File: src/common/cnn_layer_pkg.sv
package cnn_layer_pkg;

   // --------------------
   // layer setup
   // --------------------

   // sampled together with the start pulse
   typedef struct packed {
      // feature height and width before pooling
      logic [7:0] out_size;
      // channel count, a whole number of lane groups
      logic [7:0] out_channel;
   } layer_cfg_t;

   // pooling either runs or waits for the next start
   typedef enum logic {
      LAYER_IDLE,
      LAYER_POOLING
   } layer_state_e;

   // --------------------
   // ping-pong feature memory
   // --------------------

   // first word of the upper half, lower half starts at 0
   localparam int HALF_BASE = 1024;

   // layer counter width, its lsb picks the half
   localparam int LAYER_W = 4;

endpackage

File: src/common/cnn_data_pkg.sv
package cnn_data_pkg;

   // --------------------
   // default datapath size
   // --------------------

   // bits per signed lane
   localparam int DATA_W_DEF = 16;

   // lanes per pixel vector, lane 0 in the low bits
   localparam int POOL_PAR_DEF = 8;

   // feature words, two halves of HALF_BASE each
   localparam int MEM_DEPTH_DEF = 2048;

   // --------------------
   // pooled result fields
   // --------------------

   // row, column or group index
   typedef logic [7:0] pos_t;

   // result word is valid, pooled row, pooled column, group, then the vector
   // modules build the struct themselves since the vector width is a parameter
   localparam int POS_FIELDS = 3;

endpackage

File: src/logic/feature_addr_gen.sv
`timescale 1ns/100ps

module feature_addr_gen
   import cnn_layer_pkg::*, cnn_data_pkg::*;
#(
   parameter int DATA_W    = DATA_W_DEF,
   parameter int POOL_PAR  = POOL_PAR_DEF,
   parameter int MEM_DEPTH = MEM_DEPTH_DEF,
   localparam int VEC_W    = DATA_W * POOL_PAR,
   localparam int AW       = $clog2(MEM_DEPTH),
   localparam int RES_W    = 1 + POS_FIELDS * $bits(pos_t) + VEC_W
) (
   input  logic             clk,
   input  logic             reset,
   input  logic [RES_W-1:0] result,
   input  layer_cfg_t       active_cfg,
   input  logic             upper_half,
   output logic             wr_en,
   output logic [AW-1:0]    wr_addr,
   output logic [VEC_W-1:0] wr_data
);

   typedef struct packed {
      logic             valid;
      pos_t             row;
      pos_t             col;
      pos_t             group;
      logic [VEC_W-1:0] data;
   } pool_result_t;

   pool_result_t  res;
   logic [AW-1:0] groups_w;
   logic [AW-1:0] row_words;
   logic [AW-1:0] base;
   logic [AW-1:0] addr_next;

   assign res = result;

   // words per pooled position and per pooled row
   assign groups_w  = AW'(active_cfg.out_channel / POOL_PAR);
   assign row_words = AW'(active_cfg.out_size >> 1) * groups_w;

   // ping-pong half
   assign base = upper_half ? AW'(HALF_BASE) : '0;

   assign addr_next = base + AW'(res.row) * row_words + AW'(res.col) * groups_w
                      + AW'(res.group);

   // write port register, one cycle behind the pooled result
   always_ff @(posedge clk) begin
      if (reset) begin
         wr_en <= 1'b0;
      end else begin
         wr_en <= res.valid;
      end
      if (res.valid) begin
         wr_addr <= addr_next;
         wr_data <= res.data;
      end
   end

endmodule

File: config.mk
export PLATFORM = sky130hd
export DESIGN_NAME = feature_addr_gen
export DESIGN_NICKNAME = d
export VERILOG_FILES = /design/src/common/cnn_layer_pkg.sv /design/src/common/cnn_data_pkg.sv /design/src/logic/feature_addr_gen.sv
export SDC_FILE = /design/constraint.sdc
export NUM_CORES = 1
export LEC_CHECK = 0
export BUFFER_PORTS_ARGS = -buffer_cell sky130_fd_sc_hd__buf_2
export CORE_MARGIN = 5
export CORE_UTILIZATION = 54
export CTS_CLUSTER_SIZE = 40
export DETAILED_ROUTE_END_ITERATION = 6
export HOLD_SLACK_MARGIN = 0.05
export PLACE_DENSITY = 0.87
export SKIP_CTS_REPAIR_TIMING = 1
export SLEW_MARGIN = 20
export SYNTH_ARGS = -nofsm -noshare
export SYNTH_HDL_FRONTEND = slang
export SYNTH_SLANG_ARGS = --single-unit
File: constraint.sdc
create_clock -name clk -period 16.2 [get_ports clk]
set_clock_uncertainty 0.1 [all_clocks]
set_input_delay 3.24 -clock clk [delete_from_list [all_inputs] [get_ports clk]]
set_output_delay 3.24 -clock clk [all_outputs]
set_load 0.02 [all_outputs]
Word-level counts from Yosys, hierarchy flattened
Cells that the tools add are included.

storage, ports and cells
  register bits after elaboration = 140
  bits of input ports = 172
  output and inout port bits = 140
  logic and storage cells = 10

cells by class
  add/sub/neg operators = 3
  $mul = 3
  multiplexer cells = 1

operators with widths
  operator                                       count
  11-bit adder                                   2
  11-bit by 8-bit adder with 11-bit output       1
  7-bit by 5-bit multiplier with 11-bit output   1
  8-bit by 11-bit multiplier with 11-bit output  1
  8-bit by 5-bit multiplier with 11-bit output   1
  11-bit 2-to-1 mux                              1

Logic depth before layout (Yosys ltp)
Gate-level depths: netlist of run 1.

  word-level depth = 5
  gate-level depth with buffers = 30
  depth with buffers taken out = 29

Worst setup path after synthesis of run 1
No wires, ideal clock.

  path type = input to register
  start = input active_cfg[5] (netlist name)
  end = register wr_addr[10], data pin
  setup time = 0.268 ns
  arrival time = 10.432 ns
  required time = 15.832 ns
  slack = 5.401 ns
  stages on the path = 28
  cells stage by stage = clkbuf_1 > nand2_1 > fa_1 > fa_1 > fa_1 > inv_1 > ha_1 > a21oi_1 > a21boi_1 > o21a_1 > nor2_1 > xnor2_1 > nand2_1 > fa_1 > inv_1 > fa_1 > fa_1 > inv_1 > fa_1 > fa_1 > inv_1 > fa_1 > ha_1 > o21a_1 > o21a_1 > o22ai_1 > xor2_1 > xnor3_1

between the ends
  word-level cells in the longest chain between the ends = 5
  elaborated cells on any way between the ends = 6
  those cells by class = add/sub (3); mul (3)

RTL lines
  what                                           line                    source
  start, declared                                feature_addr_gen.sv:16  input layer_cfg_t active_cfg,
  7-bit by 5-bit multiplier with 11-bit output   feature_addr_gen.sv:41  assign row_words = AW'(active_cfg.out_size >> 1) * groups_w;
  8-bit by 11-bit multiplier with 11-bit output  feature_addr_gen.sv:46  assign addr_next = base + AW'(res.row) * row_words + AW'(res.col) * groups_w
  11-bit adder                                   feature_addr_gen.sv:46
  11-bit adder (*)                               feature_addr_gen.sv:46
  11-bit by 8-bit adder with 11-bit output (*)   feature_addr_gen.sv:47  + AW'(res.group);
  named net addr_next[10]                        feature_addr_gen.sv:35  logic [AW-1:0] addr_next;
  end signal, assigned                           feature_addr_gen.sv:57  wr_addr <= addr_next;
  end, declared                                  feature_addr_gen.sv:19  output logic [AW-1:0] wr_addr,

The timed path passes the listed nets; every way through them passes the cells marked *.
A chain may end at the register's enable or synchronous reset.

Worst setup path after layout of run 1
Same ends and word-level chain as after synthesis.

==> results of run 1 <==
worst max path at each step:
| stage | end | depth (start not counted) | slack, ns | start |
|---|---|---|---|---|
| after floorplan | wr_addr[10]$_DFFE_PP_ | 28 | 5.40 | active_cfg[5] |
| after global placement | wr_addr[10]$_DFFE_PP_ | 26 | 4.76 | active_cfg[5] |
| after detailed placement | wr_addr[10]$_DFFE_PP_ | 28 | 4.60 | active_cfg[5] |
| after CTS | wr_addr[10]$_DFFE_PP_ | 28 | 5.02 | active_cfg[5] |
| after global routing | wr_addr[10]$_DFFE_PP_ | 26 | 4.71 | active_cfg[5] |
| final | wr_addr[10]$_DFFE_PP_ | 28 | 4.98 | active_cfg[5] |
critical path: cells and delay by family:
| kind | cells | cell delay [ns] |
|---|---|---|
| AO/OA/AOI/OAI | 6 | 1.22 |
| buffers and inverters | 5 | 0.47 |
| AND/OR/NAND/NOR | 3 | 0.44 |
| XOR/XNOR | 3 | 0.76 |
| adder cells (fa/ha/maj) | 11 | 5.10 |
power by group:
part	switching [mW]	internal, mW
Combinational	1.03	0.892
Sequential	0.00988	0.532
Clock	0.151	0.213
routing by layer:
| layer | global-route usage (%) | share of wire (%) | wire, um |
|---|---|---|---|
| met1 | 31.3 | 39 | 8590 |
| met2 | 42.4 | 50 | 11000 |
| met3 | 6.75 | 9.1 | 2000 |
| met4 | 6.45 | 1.7 | 375 |
| met5 | 0 | 0.19 | 42 |
kinds of logic after synthesis:
family / Yosys count
buf+inv: 105
compound gates: 34
mux: 1
flops: 140
xor+xnor: 35
simple gates: 151
fa+ha+maj: 138
cell type report:
cell class / instances / area share (%)
antenna: 4 / 0.0941
clock buffer: 17 / 4.00
clock inverter: 15 / 1.29
inverter: 96 / 3.39
multi-input combinational: 359 / 35.0
sequential: 140 / 39.4
tap: 188 / 2.21
timing repair buffer: 308 / 14.6
Yosys cell counts:
| cell | number |
|---|---|
| a2111o_1 | 1 |
| a2111oi_4 | 1 |
| a211o_1 | 1 |
| a211oi_4 | 1 |
| a21boi_1 | 1 |
| a21o_1 | 4 |
| a21oi_1 | 10 |
| a31oi_1 | 1 |
| and2_1 | 60 |
| and3_1 | 9 |
| and3b_1 | 1 |
| clkbuf_1 | 9 |
| dfxtp_1 | 1 |
| edfxtp_1 | 139 |
| fa_1 | 81 |
| ha_1 | 57 |
| inv_1 | 96 |
| mux2i_1 | 1 |
| nand2_1 | 63 |
| nand2b_1 | 2 |
| nand3_1 | 1 |
| nand4b_1 | 1 |
| nor2_1 | 9 |
| nor2b_1 | 2 |
| nor3_1 | 1 |
| nor3b_1 | 1 |
| nor4b_1 | 1 |
| o21a_1 | 6 |
| o21a_2 | 1 |
| o21ai_0 | 1 |
| o21ai_2 | 1 |
| o21bai_1 | 2 |
| o22ai_1 | 1 |
| o31a_1 | 1 |
| o31ai_1 | 1 |
| xnor2_1 | 27 |
| xnor2_2 | 1 |
| xnor3_1 | 2 |
| xor2_1 | 5 |
registers in the layout (all words and copies together), names as in the netlist:
signal and count:
wr_en 1, wr_data 128, wr_addr 11
layout by cell type (no fill, tap or decap), types with 2 or more instances in the layout:
cell type   Yosys  routed
nor2_1          9       9
xor2_1          5       5
o21bai_1        2       2
and2_1         60      60
a21o_1          4       4
clkinv_2        0       2
clkinvlp_4      0       2
nor2b_1         2       2
xnor2_1        27      27
o21a_1          6       6
ha_1           57      57
clkinv_4        0       4
xnor3_1         2       2
fa_1           81      81
buf_2           0     306
and3_1          9       9
edfxtp_1      139     139
nand2b_1        2       2
inv_1          96      96
clkbuf_16       0      17
inv_6           0       5
diode_2         0       4
a21oi_1        10      10
nand2_1        63      63
through the flow:
stage	cell area, um^2	power [mW]	cells
2_1_floorplan	8310	1.99	604
3_3_place_gp	10100	2.39	1091
3_5_place_dp	10100	2.46	1091
4_1_cts	10600	2.85	1123
5_1_grt	10600	3.10	1124
6_report	10600	2.83	1127
==> reports/summary.log, run 1 <==
[yosys] Synth Area in Compound Gates 3.21%
[yosys] library cell with the largest summed area after synthesis edfxtp_1
[cts] clock transition time at the flip-flop clock pins of the worst setup and hold paths 0.06 ns
[yosys] proportion of synthesized chip area in sequential cells 50.5%
[route] Initial DRC Count 362
[sta] Slew Limit Headroom 37.9%
[pwr] power per unit of standard cell area 266 nW/um^2
[cells_and_area] footprint of the multi-input gates 3720 um^2
[worst_setup_path] critical path class input port to flip-flop
[placed_design] number of port buffers 307
[cts] sink count of the clock tree 140
[hold_path] type of the worst min-delay path input port to flip-flop
[route] Avg WL per Cell 19.6 um
[cells_and_area] synthesis-to-layout area growth 28.0%
[route] DRC errors left 0
[cts] CTS H-tree lvls 4
[die] FP Rows 45
[grt] largest net degree at the start of global routing 78
[yosys] Synthesis Warnings 0
[cts] number of buffers inserted during clock tree synthesis 17
[worst_setup_path] Crit. End Element flip-flop
[grt] wire length of the first global-routing pass 33400 um
[route] vias per std cell 5.10
[cts] clock tree buffer depth 2
[yosys] synth top area cells edfxtp_1 (50%), fa_1 (20%), ha_1 (8.6%)
[placed_design] routability-driven placement congestion ratio 0.883
[die] Die Wd 134 um
[yosys] number of register bits inferred by synthesis 140
[sta] setup repair after global routing missed its margin false
[worst_setup_path] worst-path cell with the longest stage delay fa_1
[cells_and_area] net count of the finished layout 1232
[yosys] top-area cell type share of the netlist area 50.2%
[yosys] basic-gate share of the synthesized area counting and, or, nand and nor cells 9.27%
[worst_setup_path] Crit path arrival time 11.24 ns
[cells_and_area] final core utilization 70.2%
[die] Total Die Area 18000 um^2
[sta] total negative slack for setup checks 0 ns
[route] routed wire length 22000 um
[worst_setup_path] Max Fanout on Critical Path 15
[yosys] fraction of the mapped netlist area in adder cells 28.1%
[sta] period utilisation layout 69.3%
[sta] slew of the pin with the lowest slew margin 0.931 ns
[outcome] result of the run completed
[sta] Achievable Freq 89.1 MHz
[grt] initial antenna violation count 7
[cts] TritonCTS clock tree yes
[sta] worst slack on hold paths 2.89 ns
[die] die height 134 um
[route] length of the first detailed-routing pass in iterations 5
[yosys] synthesized netlist cell count 604
[hold_path] Min-Delay Endpoint wr_en$_SDFF_PP0_
[yosys] Avg Cell Area, Syn 13.8 um^2
[placed_design] detailed placer's ending HPWL 18100 um
[sta] final critical path time including I/O delays and setup 11.22 ns
[cells_and_area] total area of sequential cells 4190 um^2
[sta] setup violation total in the final timing report 0
[cells_and_area] number of filler cells placed in the layout 1077
[sta] number of hold-slack violations in the final timing report 0
[cells_and_area] ratio of cells with drive above 1 in the final layout 36.8%
[worst_setup_path] required time of the critical path 16.22 ns
[die] Initial Util 54.9%
[route] remaining number of nets flagged by the antenna check after routing 0
[route] number of vias after detailed routing 5753
[yosys] post-synthesis share of cell area spent on xor and xnor gates 4.11%
[yosys] multiplexer share of the synthesized area 0.120%
[die] count of boundary I/O pins 312
[placed_design] placement-stage worst setup slack 4.60 ns
[job] max_cap viols 0
[worst_setup_path] Most common cell on crit path fa_1
[yosys] number of distinct library cells after synthesis 39
[hold_path] hold depth 2
[grt] Overall Global Routing Usage 24.7%
[die] floorplan core area 15100 um^2
[cts] buffer type at the clock tree root clkbuf_16
[yosys] post-synth design cell area 8310 um^2
[pwr] P_leak 5.09 nW
[grt] leftover overflow at the end of global routing 0
[pwr] worst voltage drop across the vdd grid 0.508 mV
[grt] vias in the first global route 6089
[worst_setup_path] CP Launch Type input port
[yosys] main combinational cell family by area after synthesis adder cells
[hold_path] launch instance of the worst min-delay path reset
[yosys] number of nets produced by synthesis 914
[worst_setup_path] Critical Path Max Stage Delay 0.56 ns
[sta] max-slew violations 0
[sta] Final Worst Setup Slack 4.98 ns
(Power assumes the default switching activity.)
==> run 2: changes to the inputs <==
--- a/config.mk
+++ b/config.mk
@@ -5,13 +5,14 @@
 export SDC_FILE = /design/constraint.sdc
 export NUM_CORES = 1
 export LEC_CHECK = 0
+export ABC_AREA = 1
 export BUFFER_PORTS_ARGS = -buffer_cell sky130_fd_sc_hd__buf_2
 export CORE_MARGIN = 5
-export CORE_UTILIZATION = 54
+export CORE_UTILIZATION = 46
 export CTS_CLUSTER_SIZE = 40
 export DETAILED_ROUTE_END_ITERATION = 6
 export HOLD_SLACK_MARGIN = 0.05
-export PLACE_DENSITY = 0.87
+export PLACE_DENSITY = 0.78
 export SKIP_CTS_REPAIR_TIMING = 1
 export SLEW_MARGIN = 20
 export SYNTH_ARGS = -nofsm -noshare
==> constraint.sdc (replaced) <==
create_clock -name clk -period 10.2 [get_ports clk]
set_clock_uncertainty 0.1 [all_clocks]
set_input_delay 2.04 -clock clk [delete_from_list [all_inputs] [get_ports clk]]
set_output_delay 2.04 -clock clk [all_outputs]
set_load 0.02 [all_outputs]
==> run 2 against run 1 <==
  * Die area rose by 20%
  * Sequential share of layout area fell by 1.5 points
  * Wire length rose by 8.1%
  * Count of clock-buffer cells in the layout rose by 1
  * Combinational power rose by 41%
  * Setup slack got worse by 4.2 ns
  * Worst hold slack got worse by 1.2 ns
  * Total power rose by 48%
  * Critical path depth rose by 1
  * Core utilization fell by 11 points
  * Via count rose by 13%
  * Final area rose by 4.0%
  * Critical path type unchanged
  * Critical endpoint unchanged
==> reports/summary.log, run 2 <==
[outcome] result of the run completed
[cells_and_area] post-layout instance area 11100 um^2 [+4.0%]
[worst_setup_path] worst path bufs/invs 5 [unchanged]
[worst_setup_path] required time of the critical path 10.23 ns [-5.99 ns]
[die] floorplan core area 18600 um^2 [+23%]
[sta] Slew Limit Headroom 32.3% [-5.6 points]
[worst_setup_path] Max Fanout on Critical Path 15 [unchanged]
[die] die height 147 um [+9.7%]
[cells_and_area] net count of the finished layout 1407 [+14%]
[yosys] most used flip-flop cell after synthesis edfxtp_1
[die] count of boundary I/O pins 312 [unchanged]
[cts] number of buffers inserted during clock tree synthesis 17 [unchanged]
[route] Initial DRC Count 294 [-19%]
[pwr] worst voltage drop across the vdd grid 0.554 mV [+8.9%]
[die] FP Rows 50 [+11%]
[sta] total negative slack for setup checks 0 ns [unchanged]
[worst_setup_path] Most common cell on crit path fa_1
[cells_and_area] largest registers wr_data: 128 flops, wr_addr: 11 flops, wr_en: 1 flops
[hold_path] launch instance of the worst min-delay path reset
[grt] leftover overflow at the end of global routing 0 [unchanged]
[cts] sink count of the clock tree 140 [unchanged]
[sta] Final Worst Setup Slack 0.798 ns [-4.18 ns]
[yosys] post-synth design cell area 8650 um^2 [+4.1%]
[placed_design] detailed placer's ending HPWL 19600 um [+8.6%]
[die] Total Die Area 21600 um^2 [+20%]
[placed_design] placement-stage worst setup slack 0.356 ns [-4.24 ns]
[sta] worst slack on hold paths 1.69 ns [-1.20 ns]
[cts] clock tree buffer depth 2 [unchanged]
[cells_and_area] synthesis-to-layout area growth 27.9% [about the same]
[route] length of the first detailed-routing pass in iterations 5 [unchanged]
[yosys] fraction of the mapped netlist area in adder cells 27.0% [-1.1 points]
[worst_setup_path] Crit path arrival time 9.43 ns [-1.81 ns]
[pwr] power per unit of standard cell area 379 nW/um^2 [+42%]
[worst_setup_path] critical path class input port to flip-flop
[sta] period utilisation layout 92.2%
[hold_path] type of the worst min-delay path input port to flip-flop
[cells_and_area] ratio of cells with drive above 1 in the final layout 32.2% [-4.6 points]
[cells_and_area] commonest non-fill, non-tap cells in the layout buf_2 (306), nand2_1 (192), inv_1 (192), edfxtp_1 (139), fa_1 (81)
[grt] initial antenna violation count 9 [+2]
[yosys] top-area cell type share of the netlist area 48.2% [-2.0 points]
[yosys] Async SR Flop Fraction 0% [unchanged]
[worst_setup_path] Critical Path Max Stage Delay 0.56 ns [about the same]
[yosys] number of register bits inferred by synthesis 140 [unchanged]
[die] Die Wd 147 um [+9.7%]
[yosys] synthesized netlist cell count 780 [+29%]
[yosys] multiplexer share of the synthesized area 0% [-0.12 points]
[hold_path] hold depth 2 [unchanged]
[grt] vias in the first global route 6690 [+9.9%]
[worst_setup_path] launching element of the worst setup path active_cfg[5]
[cts] CTS H-tree lvls 4 [unchanged]
[yosys] Avg Cell Area, Syn 11.1 um^2 [-19%]
[yosys] top cells by count, synth inv_1 (192), nand2_1 (192), edfxtp_1 (139)
[job] max_cap viols 0 [unchanged]
[worst_setup_path] dominant delay contributor by cell family on the critical path adder cells
[cells_and_area] most frequent standard cell in the layout excluding fill and tap cells buf_2
[placed_design] routability-driven placement congestion ratio 0.901 [+2.0%]
[grt] Overall Global Routing Usage 22.1% [-2.6 points]
[yosys] number of distinct library cells after synthesis 27 [-31%]
[yosys] post-synthesis share of cell area spent on xor and xnor gates 1.82% [-2.3 points]
[yosys] library cell with the largest summed area after synthesis edfxtp_1
[sta] number of hold-slack violations in the final timing report 0 [unchanged]
[yosys] Synth Area in Compound Gates 1.13% [-2.1 points]
[cts] buffer type at the clock tree root clkbuf_16
[yosys] Synthesis Warnings 0 [unchanged]
[die] Initial Util 46.6% [-8.3 points]
[yosys] number of nets produced by synthesis 1090 [+19%]
[yosys] synth top area cells edfxtp_1 (48%), fa_1 (19%), inv_1 (8.3%)
[cts] clock transition time at the flip-flop clock pins of the worst setup and hold paths 0.06 ns [about the same]
[route] number of vias after detailed routing 6510 [+13%]
[route] routed wire length 23800 um [+8.1%]
[route] vias per std cell 4.83 [-5.3%]
[sta] setup violation total in the final timing report 0 [unchanged]
[yosys] basic-gate share of the synthesized area counting and, or, nand and nor cells 12.7% [+3.4 points]
[pwr] P_leak 5.82 nW [+14%]
[route] remaining number of nets flagged by the antenna check after routing 0 [unchanged]
[worst_setup_path] CP Launch Type input port
[sta] final critical path time including I/O delays and setup 9.40 ns
[hold_path] Min-Delay Endpoint wr_en$_SDFF_PP0_
[placed_design] area of placed instances 10500 um^2 [+3.9%]
[grt] largest net degree at the start of global routing 83 [+6.4%]
[worst_setup_path] worst-path cell with the longest stage delay fa_1
[yosys] proportion of synthesized chip area in sequential cells 48.5% [-2.0 points]
[grt] wire length of the first global-routing pass 36700 um [+9.9%]
[sta] setup repair after global routing missed its margin false
[sta] Achievable Freq 106 MHz
[cells_and_area] register ranked first by flip-flop count wr_data
[placed_design] number of port buffers 307 [unchanged]
[cts] TritonCTS clock tree yes
[yosys] Post-synth EDFFs 139 [unchanged]
[route] Avg WL per Cell 17.7 um [-9.5%]
[route] DRC errors left 0 [unchanged]
[sta] max-slew violations 0 [unchanged]
[sta] slew of the pin with the lowest slew margin 1.02 ns [+0.0846 ns]
[worst_setup_path] Crit. End Element flip-flop
[cells_and_area] max FFs per register 128 [unchanged]
[yosys] main combinational cell family by area after synthesis adder cells
## run 2: cell count changes after synthesis, sizes merged, moves of 15 or more
cell,before,now
inv,96,194
and2,60,1
nand2,63,200
nand3,1,32
nor2,9,24
xnor2,28,9
## run 2: worst max-delay path by stage
stage / end / depth (start not counted)
floorplan: wr_addr[10]$_DFFE_PP_ / 32
global route: wr_addr[10]$_DFFE_PP_ / 34
CTS: wr_addr[10]$_DFFE_PP_ / 29
finish: wr_addr[10]$_DFFE_PP_ / 29
detailed placement: wr_addr[10]$_DFFE_PP_ / 29
global placement: wr_addr[10]$_DFFE_PP_ / 29
## run 2: where the power goes
part,switching [mW],internal [mW]
clock network,0.235,0.385
logic,1.63,1.11
registers,0.0147,0.823
## run 2: cells by family after synthesis
family / after synthesis
and+or+nand+nor: 262
buffers and inverters: 205
DFF: 140
adders and majority gates: 138
xor gates and xnor gates: 18
AOI/OAI and AO/OA: 17
## run 2: metrics by stage
step                cells  utilization [%]  power [mW]
floorplan             780                -        2.88
finish               1347             59.5        4.19
detailed placement   1312             56.3        3.57
CTS                  1344             59.5        4.21
global placement     1312             56.3        3.48
global route         1344             59.5        4.67
## run 2: cell type report
cell class / count / area, um^2
sequential: 140 / 4190
clock buffer: 18 / 429
tap: 234 / 293
multi-input combinational: 435 / 3690
inverter: 195 / 732
fill: 1522 / 7520
antenna: 3 / 7.51
timing repair buffer: 308 / 1550
clock inverter: 14 / 169
## run 2: per-layer routing
layer / wire length [um] / vias to the layer above / GRT usage, % / share of wire [%]
met5: 106 / - / 0 / 0.44
met4: 411 / 16 / 4.94 / 1.7
met3: 2200 / 42 / 7.28 / 9.2
met2: 12300 / 240 / 40.0 / 51
met1: 8870 / 3162 / 25.6 / 37
li1: - / 3050 / - / -
