### src/common/cnn_layer_pkg.sv
package cnn_layer_pkg;

   // --------------------
   // layer setup
   // --------------------

   // sampled together with the start pulse
   typedef struct packed {
      // feature height and width before pooling
      logic [7:0] out_size;
      // channel count, a whole number of lane groups
      logic [7:0] out_channel;
   } layer_cfg_t;

   // pooling either runs or waits for the next start
   typedef enum logic {
      LAYER_IDLE,
      LAYER_POOLING
   } layer_state_e;

   // --------------------
   // ping-pong feature memory
   // --------------------

   // first word of the upper half, lower half starts at 0
   localparam int HALF_BASE = 1024;

   // layer counter width, its lsb picks the half
   localparam int LAYER_W = 4;

endpackage

### src/logic/layer_control.sv
`timescale 1ns/100ps

module layer_control
   import cnn_layer_pkg::*;
(
   input  logic               clk,
   input  logic               reset,
   input  logic               start,
   input  layer_cfg_t         cfg,
   input  logic               pix_valid,
   input  logic               window_last,
   output logic               pix_take,
   output layer_cfg_t         active_cfg,
   output logic               upper_half,
   output logic               busy,
   output logic               layer_done,
   output logic [LAYER_W-1:0] layer_index
);

   layer_state_e state;

   // window_last delayed once, lines done up with the last memory write
   logic last_q;

   assign busy = (state == LAYER_POOLING);

   // stray pixels outside a layer never reach the pooling counters
   assign pix_take = pix_valid & busy;

   // even layers write the upper half, odd layers the lower one
   assign upper_half = ~layer_index[0];

   // --------------------
   // layer sequencing
   // --------------------
   always_ff @(posedge clk) begin
      if (reset) begin
         state       <= LAYER_IDLE;
         active_cfg  <= '0;
         layer_index <= '0;
         last_q      <= 1'b0;
         layer_done  <= 1'b0;
      end else begin
         last_q     <= window_last;
         // final result registered, then written, then done
         layer_done <= last_q;
         if (state == LAYER_IDLE) begin
            // a start while busy falls through here unseen
            if (start) begin
               state      <= LAYER_POOLING;
               active_cfg <= cfg;
            end
         end else if (last_q) begin
            state       <= LAYER_IDLE;
            layer_index <= layer_index + 1'b1;
         end
      end
   end

endmodule

### config.mk
export PLATFORM = sky130hd
export DESIGN_NAME = layer_control
export DESIGN_NICKNAME = d
export VERILOG_FILES = /design/src/common/cnn_layer_pkg.sv /design/src/logic/layer_control.sv
export SDC_FILE = /design/constraint.sdc
export NUM_CORES = 1
export LEC_CHECK = 0
export ABC_AREA = 1
export ABC_CLOCK_PERIOD_IN_PS = 1400
export BUFFER_PORTS_ARGS = -buffer_cell sky130_fd_sc_hd__buf_2
export CORE_MARGIN = 1.5
export CORE_UTILIZATION = 30
export CTS_CLUSTER_SIZE = 10
export DETAILED_ROUTE_END_ITERATION = 16
export GPL_ROUTABILITY_DRIVEN = 0
export PLACE_DENSITY = 0.58
export SETUP_SLACK_MARGIN = 0.5
export SLEW_MARGIN = 20
export SYNTH_ARGS = -nofsm -noshare
export SYNTH_HDL_FRONTEND = slang
export SYNTH_SLANG_ARGS = --single-unit
### constraint.sdc
create_clock -name clk -period 1.4 [get_ports clk]
set_clock_uncertainty 0.2 [all_clocks]
set_input_delay 0.21 -clock clk [delete_from_list [all_inputs] [get_ports clk]]
set_output_delay 0.21 -clock clk [all_outputs]
set_load 0.02 [all_outputs]
==> Word level (Yosys, flattened, before mapping) <==
Index checks and enable logic that the tools add are counted.
{ "word_totals": {"register_bits": 23, "in_bits": 21, "wordCells": 15, "out_inout_bits": 24} }
{ "classes": {"addsub": 1, "n_reduce_logical": 2, "mux": 3, "n_bitwise": 3} }
{ "op_table": {"columns": ["cell", "count"], "rows": [
  ["$add 4x1->4 const B", 1],
  ["$reduce_and 2->1", 2],
  ["$mux 1", 3],
  ["$not 1->1", 2],
  ["$and 1x1->1", 1]
]} }

==> Longest topological paths before layout <==
Gate-level depths: netlist (run 1).
{ "logic_depth": {"word_depth": 2, "mapped_depth": 6, "ltp_nobuf": 6} }

==> Worst setup path before layout (run 1) <==
OpenSTA, ideal clock, no wires.
{ "synth_path": {"path_kind": "reg-to-reg", "from": "reg layer_index[0]", "to": "reg layer_index[3]", "t_required_ns": 1.085, "path_stages_with_launch": 6, "setup_time_ns": 0.115, "n_path_buf": 0, "period_less_slack_ns": 1.303, "arrival_time_ns": 0.988, "slack_ns": 0.097, "path_cell_list": "dfxtp_1 inv_1 nor2_1 nand3_1 nand2_1 nor2_1"} }
{ "synth_between": {"elab_chain_len": 1} }
{ "synth_lines": {"columns": ["element", "line_no", "source"], "rows": [
  ["start, declared", "layer_control.sv:17", "output logic [LAYER_W-1:0] layer_index"],
  ["start signal, assigned", "layer_control.sv:55", "layer_index <= layer_index + 1'b1;"],
  ["$add 4x1->4", "layer_control.sv:55", null]
]} }
Every way passes these cells.
A chain may end at the register's enable or synchronous reset.

==> Worst setup path after layout (run 1) <==
{ "layout_path": {"from": "reg state (netlist: busy)", "to": "out pix_take"} }
{ "layout_between": {"elab_chain_len": 1} }
{ "layout_lines": {"columns": ["element", "line_no", "source"], "rows": [
  ["start, declared", "layer_control.sv:20", "layer_state_e state;"],
  ["start signal, assigned", "layer_control.sv:38", "state <= LAYER_IDLE;"],
  ["start signal, assigned", "layer_control.sv:50", "state <= LAYER_POOLING;"],
  ["start signal, assigned", "layer_control.sv:54", "state <= LAYER_IDLE;"],
  ["$and 1x1->1", "layer_control.sv:28", "assign pix_take = pix_valid & busy;"],
  ["end, declared", "layer_control.sv:12", "output logic pix_take,"]
]} }
Every way passes these cells.

==> flow_metrics.env, run 1 <==
export IMPL_r2r_setup_slack_ns=0.14
export IMPL_setup_slack_ns=0.0856
export IMPL_crit_type="reg2out"
export IMPL_ir_drop_mv=0.827
export IMPL_status="finished, violations left"
export IMPL_r2r_start="busy$_SDFF_PP0_"
export IMPL_dieArea_um2=3120
export IMPL_fp_dieH_um=55.9
export IMPL_io_pins=45
export IMPL_synth_most_common_cell="nor2_1"
export IMPL_synthToLayoutAreaGrowth_pct=100
export IMPL_htree_levels=1
export IMPL_antennaDiodeCount=0
export IMPL_vias=955
export IMPL_hold_path_class="in2reg"
export IMPL_fin_crit_sh_pct=93.9
export IMPL_ys_types=14
export IMPL_path_clk_slew_ns=0.12
export IMPL_cts_sinks=23
export IMPL_drt_total_wl_mm=2.39
export IMPL_cp_max_fo=5
export IMPL_drtPass1Iterations=4
export IMPL_critPathLaunch="busy$_SDFF_PP0_"
export IMPL_ys_seq_area_share_pct=54.9
export IMPL_finalInstanceArea_um2=1680
export IMPL_cap_viol_max_count=0
export IMPL_port_buffers=44
export IMPL_fin_nets=200
export IMPL_drcViolationCount=0
export IMPL_worst_slew_pin_slew_ns=0.439
export IMPL_ant_nets=0
export IMPL_fmax_ghz=0.761
export IMPL_cp_required_ns=0.99
export IMPL_cp_start_kind="flop"
export IMPL_track_usage_pct=14.1
export IMPL_grt_ovfl_total=0
export IMPL_crit_end="pix_take"
export IMPL_min_period_ns=1.31
export IMPL_reg2reg_depth=5
export IMPL_syn_area_per_cell_um2=7.76
export IMPL_syn_area_um2=838
export IMPL_syn_num_nets=130
export IMPL_wl_per_cell_um=11.6
export IMPL_cts_buffers=3
export IMPL_antenna_found_initial=0
export IMPL_power_density_nw_per_um2=876
export IMPL_drive_gt1_share_pct=73.4
export IMPL_vias_per_cell=4.61
export IMPL_hold_viol_final=21
export IMPL_drtIter0Drc=6
export IMPL_synth_warnings=0
export IMPL_arrival_ns=0.90
export IMPL_fill_cells=207
export IMPL_dominantRegCellSynth="dfxtp_1"
export IMPL_setup_violations_final=0
export IMPL_cts_root_buffer="clkbuf_4"
export IMPL_worstSkewPairLatency_ns=0.30
export IMPL_leakagePower_nw=0.785
export IMPL_floorplan_initialDensity_pct=32.7
export IMPL_cts_tree="done"
export IMPL_post_dp_cell_area_um2=1100
export IMPL_grt_pass1_vias=824
export IMPL_rsz0062_at_grt="true"
export IMPL_rows=18
export IMPL_setup_tns_ns=0
export IMPL_max_slew_margin_pct=70.7
export IMPL_crit_path_end_kind="output port"
export IMPL_synth_top_cells_by_area="dfxtp_1 (55%), nor2_1 (18%), o21ai_0 (10%)"
export IMPL_core_area_um2=2570
export IMPL_synth_area_leader_cell="dfxtp_1"
export IMPL_synth_edf_count=0
export IMPL_ys_ff_latch=23
export IMPL_r2r_end="active_cfg[8]$_SDFFE_PP0P_"
export IMPL_hpwl_mm=1.41
export IMPL_die_w_um=55.9
export IMPL_maxSlewViolCount=0
export IMPL_synth_common_cells="nor2_1 (41), dfxtp_1 (23), o21ai_0 (17)"
export IMPL_whs_ns=-0.102
export IMPL_grt_pass1_wl_mm=3.48
export IMPL_synthArstFlopShare_pct=0
export IMPL_grt_max_degree=20
export IMPL_syn_inst=108
export IMPL_violations="hold timing"
export IMPL_synth_top_area_share_pct=54.9
export IMPL_place_ws_ns=0.235
export IMPL_clockBufferDepth=2
## stage by stage
step | hold WS [ns] | std cells | utilization, % | power (mW)
3_5_place_dp | 0.217 | 180 | 43.0 | 0.962
4_1_cts | -0.113 | 193 | 56.1 | 1.39
2_1_floorplan | 0.0794 | 108 | - | 0.875
3_3_place_gp | 0.208 | 180 | 43.0 | 0.960
6_report | -0.102 | 207 | 65.3 | 1.47
5_1_grt | -0.107 | 207 | 65.3 | 1.55
## cell type report
class,instances,area (um^2),share of cell area (%)
Inverter,10,52.6,3.13
Sequential cell,23,495,29.6
Tap cell,30,37.5,2.24
Clock buffer,4,26.3,1.57
Multi-Input combinational cell,72,469,28.0
Timing Repair Buffer,67,587,35.0
Timing Repair inverter,1,8.76,0.522
## state kept, by name (all words and copies together) (netlist names)
| signal | count |
|---|---|
| layer_index | 4 |
| busy | 1 |
| active_cfg | 16 |
| last_q | 1 |
| layer_done | 1 |
## kinds of logic (layout without fill, tap and decap cells)
kind of cell             Yosys count  after routing  synth area share [%]
AND/OR/NAND/NOR                   52             52                  24.6
flip-flops                        23             23                  54.9
AO/OA/AOI/OAI                     19             19                  11.3
buffers and inverters             13             82                  7.61
adder cells (fa/ha/maj)            1              1                  1.49
## placed cells by master, fill, tap and decap left out
cell type,synthesis,routed
inv_4,0,1
nor2_1,41,30
o21ai_0,17,3
nand2_1,7,5
dfxtp_1,23,1
ha_4,0,1
nor3_1,1,1
buf_12,0,1
inv_1,8,5
inv_6,0,1
nand3_2,0,1
a21oi_2,0,1
nand2_2,0,1
o21ai_2,0,15
buf_6,1,31
nand3_1,2,1
inv_12,0,1
buf_4,0,13
dfxtp_2,0,19
clkbuf_4,2,3
inv_2,2,3
nor2_4,1,9
nor2_2,0,3
nand2_4,0,1
buf_8,0,1
dfxtp_4,0,3
buf_2,0,21
clkbuf_1,0,1
## where the power goes
part	leakage, nW	internal (mW)	total, mW	switching, mW
clock	0.0150	0.111	0.295	0.184
combinational	0.571	0.222	0.428	0.206
sequential	0.198	0.706	0.745	0.0390
total	0.785	1.04	1.47	0.430
## how the worst min path moves through the flow
stage,startpoint,to,slack [ns],depth (start not counted)
3_3_place_gp,last_q$_SDFF_PP0_,layer_done$_SDFF_PP0_,0.21,2
3_5_place_dp,last_q$_SDFF_PP0_,layer_done$_SDFF_PP0_,0.22,2
6_report,window_last,last_q$_SDFF_PP0_,-0.10,3
2_1_floorplan,reset,layer_index[0]$_SDFFE_PP0P_,0.08,1
5_1_grt,reset,layer_done$_SDFF_PP0_,-0.11,2
4_1_cts,window_last,last_q$_SDFF_PP0_,-0.11,3
## routing by layer
| layer | wire (um) | vias up | global-route usage, % |
|---|---|---|---|
| met5 | 0 | - | 0 |
| met4 | 60 | 0 | 5.10 |
| met3 | 83 | 6 | 3.95 |
| met2 | 1360 | 22 | 26.2 |
| met1 | 887 | 449 | 15.0 |
| li1 | - | 478 | - |
## worst max-delay path: stages, from the launching register on
cell and delay (ns):
dfxtp_4 0.40, nand2_2 0.05, inv_2 0.05, buf_6 0.10
## timing repair
item                                    4_1_cts  5_1_grt
pin swaps                                     9       16
cloned                                        2        0
buffers inserted                              7       14
endpoints found under the setup margin       45       45
hold endpoints to repair                     21       21
resized for setup                            95       40
(Power assumes the default switching activity.)
==> inputs of run 2 (changes only) <==
Settings changed: CORE_MARGIN 1.5 to not set.
==> run 2 against run 1 <==
  * The run still ends with hold timing left
  * Utilization fell by 10 points
  * Final cell count down 5.8%
  * Worst setup slack improved by 0.013 ns
  * Critical path depth did not move
  * Non-clock buffer count down 11
  * Sequential power fell by 0.8%
  * First-iteration DRC count grew to 2.7 times the previous value
  * Largest power group unchanged
==> flow_metrics.env, run 2 (synthesis gave the netlist of run 1 again) <==
export IMPL_fill_cells=246
export IMPL_clockBufferDepth=2
export IMPL_io_pins=45
export IMPL_rows=18
export IMPL_leakagePower_nw=0.684
export IMPL_wl_per_cell_um=11.1
export IMPL_top_regs="active_cfg x16, layer_index x4"
export IMPL_fin_nets=188
export IMPL_regMostFlops="active_cfg"
export IMPL_max_slew_margin_pct=82.0
export IMPL_worst_slew_pin_slew_ns=0.270
export IMPL_rsz0062_at_grt="true"
export IMPL_cp_start_kind="flop"
export IMPL_hpwl_mm=1.36
export IMPL_whs_ns=-0.0993
export IMPL_fp_dieH_um=54.9
export IMPL_fin_crit_sh_pct=93.0
export IMPL_power_density_nw_per_um2=966
export IMPL_antennaDiodeCount=0
export IMPL_vias=877
export IMPL_largest_reg_flops=16
export IMPL_cts_buffers=3
export IMPL_htree_levels=1
export IMPL_drtIter0Drc=16
export IMPL_ant_nets=0
export IMPL_grt_pass1_wl_mm=3.43
export IMPL_drive_gt1_share_pct=55.2
export IMPL_cap_viol_max_count=0
export IMPL_cp_required_ns=0.99
export IMPL_ir_drop_mv=0.627
export IMPL_drtPass1Iterations=4
export IMPL_core_area_um2=2570
export IMPL_dieArea_um2=3010
export IMPL_regArea_um2=495
export IMPL_grt_pass1_vias=868
export IMPL_setup_slack_ns=0.0981
export IMPL_setup_tns_ns=0
export IMPL_hold_path_class="in2reg"
export IMPL_track_usage_pct=15.9
export IMPL_cts_root_buffer="clkbuf_4"
export IMPL_cts_sinks=23
export IMPL_floorplan_initialDensity_pct=32.7
export IMPL_grt_ovfl_total=0
export IMPL_place_ws_ns=0.0379
export IMPL_crit_type="reg2out"
export IMPL_drcViolationCount=0
export IMPL_die_w_um=54.9
export IMPL_fmax_ghz=0.768
export IMPL_crit_path_end_kind="output port"
export IMPL_drt_total_wl_mm=2.16
export IMPL_hold_viol_final=21
export IMPL_setup_violations_final=0
export IMPL_port_buffers=44
export IMPL_multi_input_area_um2=345
export IMPL_arrival_ns=0.89
export IMPL_synthToLayoutAreaGrowth_pct=68.8
export IMPL_path_clk_slew_ns=0.13
export IMPL_cp_max_fo=4
export IMPL_violations="hold timing"
export IMPL_grt_max_degree=20
export IMPL_vias_per_cell=4.50
export IMPL_status="finished, violations left"
export IMPL_antenna_found_initial=0
export IMPL_cts_tree="done"
export IMPL_min_period_ns=1.30
export IMPL_maxSlewViolCount=0
export IMPL_final_common_cell="nor2_1"
export IMPL_most_common_layout_cells="nor2_1 (40), buf_6 (26), buf_2 (21)"
export IMPL_worstSkewPairLatency_ns=0.31
run 2: cell types whose count changed in the layout (fill, tap and decap cells not counted), sizes merged:
| cell | before | now |
|---|---|---|
| buf | 67 | 55 |
| dlygate4sd3 | 0 | 1 |
| inv | 11 | 10 |
run 2: report_power, final:
part	internal [mW]	switching (mW)
Clock	0.111	0.200
Sequential	0.705	0.0331
Combinational	0.159	0.158
Total	0.976	0.392
run 2: cell type report:
class | count | area share, %
inverter | 10 | 3.01
sequential | 23 | 35.0
timing repair buffer | 56 | 33.1
clock buffer | 4 | 1.86
multi-input combinational | 72 | 24.4
tap | 30 | 2.65
run 2: repair_timing:
| item | 4_1_cts | 5_1_grt |
|---|---|---|
| gates cloned | 0 | 1 |
| endpoints found under the setup margin | 45 | 45 |
| pin swaps | 1 | 8 |
| hold endpoints to repair | 21 | 21 |
| buffers inserted | 9 | 1 |
| resized for setup | 72 | 11 |
run 2: stage by stage:
stage / total power [mW] / instance area (um^2) / util [%] / instances / hold slack, ns
floorplan: 0.875 / 865 / - / 108 / 0.0794
global route: 1.44 / 1420 / 55.1 / 195 / -0.106
global placement: 0.956 / 1100 / 42.7 / 179 / 0.206
finish: 1.37 / 1420 / 55.1 / 195 / -0.0993
detailed placement: 0.960 / 1100 / 42.7 / 179 / 0.212
CTS: 1.36 / 1380 / 53.7 / 192 / -0.118
run 2: critical path, stage by stage, from the launching register on:
cell	delay, ns
dfxtp_4	0.37
nand2_2	0.06
inv_2	0.03
buf_6	0.12
run 2: metal layers:
layer / global-route usage (%) / vias to the layer above / wire length (um)
li1: - / 451 / -
met1: 16.6 / 397 / 888
met2: 30.3 / 25 / 1170
met3: 1.67 / 4 / 64
met4: 8.97 / 0 / 36
met5: 0 / - / 0
run 2: path summary, 6_finish.rpt:
| path | slack, ns | from | to | cells past startpoint |
|---|---|---|---|---|
| worst max-delay path | 0.1 | busy$_SDFF_PP0_ | pix_take | 3 |
| worst min register to register | 0.22 | last_q$_SDFF_PP0_ | layer_done$_SDFF_PP0_ | 2 |
| worst min-delay path | -0.1 | cfg[12] | active_cfg[12]$_SDFFE_PP0P_ | 3 |
| worst max register to register | 0.12 | busy$_SDFF_PP0_ | active_cfg[13]$_SDFFE_PP0P_ | 5 |
==> inputs of run 3 (changes only) <==
Settings changed: CORE_UTILIZATION 30 to 35, PLACE_DENSITY 0.58 to 0.66.
==> run 3 against run 2 <==
  * Routed wire length shrank 0.69%
  * Via count grew 0.46%
  * Fmax up 0.52%
  * Critical path type unchanged
  * Largest power group unchanged
  * Total power rose by 0.17%
  * Utilization up 9.3 points
  * The run still ends with hold timing left
  * Highest routed layer unchanged
  * Combinational power rose by 4%
  * Sequential cell count unchanged
  * Design area rose by 1.6%
==> flow_metrics.env, run 3 (synthesis gave the netlist of run 1 again) <==
export IMPL_top_regs="active_cfg x16, layer_index x4"
export IMPL_cp_required_ns=0.99
export IMPL_crit_path_end_kind="output port"
export IMPL_drive_gt1_share_pct=57.4
export IMPL_htree_levels=1
export IMPL_track_usage_pct=18.4
export IMPL_final_common_cell="nor2_1"
export IMPL_wl_met1_um=911
export IMPL_most_common_layout_cells="nor2_1 (40), buf_6 (26), buf_2 (21)"
export IMPL_critPathLaunch="busy$_SDFF_PP0_"
export IMPL_violations="hold timing"
export IMPL_rsz0062_at_grt="true"
export IMPL_cts_sinks=23
export IMPL_synthToLayoutAreaGrowth_pct=71.5
export IMPL_io_pins=45
export IMPL_drt_total_wl_mm=2.15
export IMPL_fill_cells=198
export IMPL_fmax_ghz=0.772
export IMPL_highest_layer="met4"
export IMPL_fin_nets=192
export IMPL_combPwrFrac_pct=24.1
export IMPL_drtPass1Iterations=4
export IMPL_maxSlewViolCount=0
export IMPL_hold_viol_final=20
export IMPL_hp_start="window_last"
export IMPL_place_ws_ns=0.185
export IMPL_fin_util_pct=64.4
export IMPL_power_switching_uw=384
export IMPL_core_area_um2=2230
export IMPL_reg2reg_depth=5
export IMPL_vias=881
export IMPL_setup_tns_ns=0
export IMPL_p_sw_share_pct=28.1
export IMPL_crit_chain="nand2_2 > inv_2 > buf_6"
export IMPL_drcViolationCount=0
export IMPL_dp_cells=178
export IMPL_power_density_nw_per_um2=953
export IMPL_worst_slew_pin_slew_ns=0.304
export IMPL_wl_per_cell_um=10.9
export IMPL_grt_max_degree=20
export IMPL_hpwl_mm=1.35
export IMPL_worstSkewPairLatency_ns=0.30
export IMPL_met3_length_um=130
export IMPL_clockBufferDepth=2
export IMPL_power_internal_uw=985
export IMPL_ir_drop_mv=0.841
export IMPL_status="finished, violations left"
export IMPL_cpPeakStageDelay_ns=0.37
export IMPL_clock_power_share_pct=21.9
export IMPL_setup_slack_ns=0.105
export IMPL_leakagePower_nw=0.709
export IMPL_setup_violations_final=0
export IMPL_grt_pass1_wl_mm=3.59
export IMPL_r2r_start="busy$_SDFF_PP0_"
export IMPL_grt_pass1_vias=852
export IMPL_whs_ns=-0.0932
export IMPL_crit_type="reg2out"
export IMPL_power_frac_seq_pct=54.0
export IMPL_cp_max_fo=3
export IMPL_fp_dieH_um=50.9
export IMPL_max_slew_margin_pct=79.7
export IMPL_regMostFlops="active_cfg"
export IMPL_fin_crit_sh_pct=92.5
export IMPL_cts_buffers=3
export IMPL_drtIter0Drc=6
export IMPL_cts_root_buffer="clkbuf_4"
export IMPL_fin_cells=197
export IMPL_hold_path_class="in2reg"
export IMPL_dieArea_um2=2590
export IMPL_cp_slowest_cell="dfxtp_4"
export IMPL_antenna_found_initial=0
export IMPL_floorplan_initialDensity_pct=37.5
export IMPL_regArea_um2=495
export IMPL_hold_path_depth=3
export IMPL_path_clk_slew_ns=0.12
export IMPL_cp_start_kind="flop"
export IMPL_cap_viol_max_count=0
export IMPL_largest_reg_flops=16
export IMPL_cts_tree="done"
export IMPL_rows=17
export IMPL_multi_input_area_um2=343
export IMPL_arrival_ns=0.89
export IMPL_min_period_ns=1.30
export IMPL_grt_ovfl_total=0
export IMPL_die_w_um=50.9
export IMPL_ant_nets=0
export IMPL_vias_per_cell=4.47
export IMPL_antennaDiodeCount=0
export IMPL_wl_met2_mm=1.10
export IMPL_port_buffers=44
[run 3: path summary, 6_finish.rpt]
kind | slack, ns | to
setup / recovery | 0.10 | pix_take
hold / removal | -0.09 | last_q$_SDFF_PP0_
setup reg to reg | 0.11 | active_cfg[14]$_SDFFE_PP0P_
hold reg to reg | 0.24 | layer_done$_SDFF_PP0_
[run 3: repair_timing]
action / in CTS / in global routing
endpoints found under the setup margin: 45 / 45
buffers inserted: 8 / 7
hold endpoints to repair: 21 / 20
resized for setup: 79 / 2
pin swaps: 7 / 7
[run 3: critical path: cells and delay by family, from the launching register on]
kind,cells,cell delay (ns)
buffers and inverters,2,0.14
flip-flops,1,0.37
AND/OR/NAND/NOR,1,0.06
[run 3: final cells by class]
| class | count | share of cell area (%) |
|---|---|---|
| Clock buffer | 4 | 1.83 |
| Inverter | 10 | 2.96 |
| Multi-Input combinational cell | 72 | 23.8 |
| Sequential cell | 23 | 34.5 |
| Tap cell | 28 | 2.44 |
| Timing Repair Buffer | 60 | 34.5 |
[run 3: power groups by stage]
stage | Clock [mW] | Combinational [mW] | Sequential [mW]
6_report | 0.300 | 0.331 | 0.739
5_1_grt | 0.343 | 0.357 | 0.745
4_1_cts | 0.315 | 0.306 | 0.740
3_5_place_dp | 0 | 0.224 | 0.737
3_3_place_gp | 0 | 0.220 | 0.737
2_1_floorplan | 0 | 0.0844 | 0.790
[run 3: metal layers]
layer	vias up	track usage [%]
li1	457	-
met1	394	21.1
met2	28	32.2
met3	2	7.44
met4	0	2.78
met5	-	0
[run 3: through the flow]
step	cell area (um^2)	power, mW
floorplan	865	0.875
global placement	1100	0.958
detailed placement	1100	0.961
CTS	1380	1.36
global route	1440	1.45
finish	1440	1.37
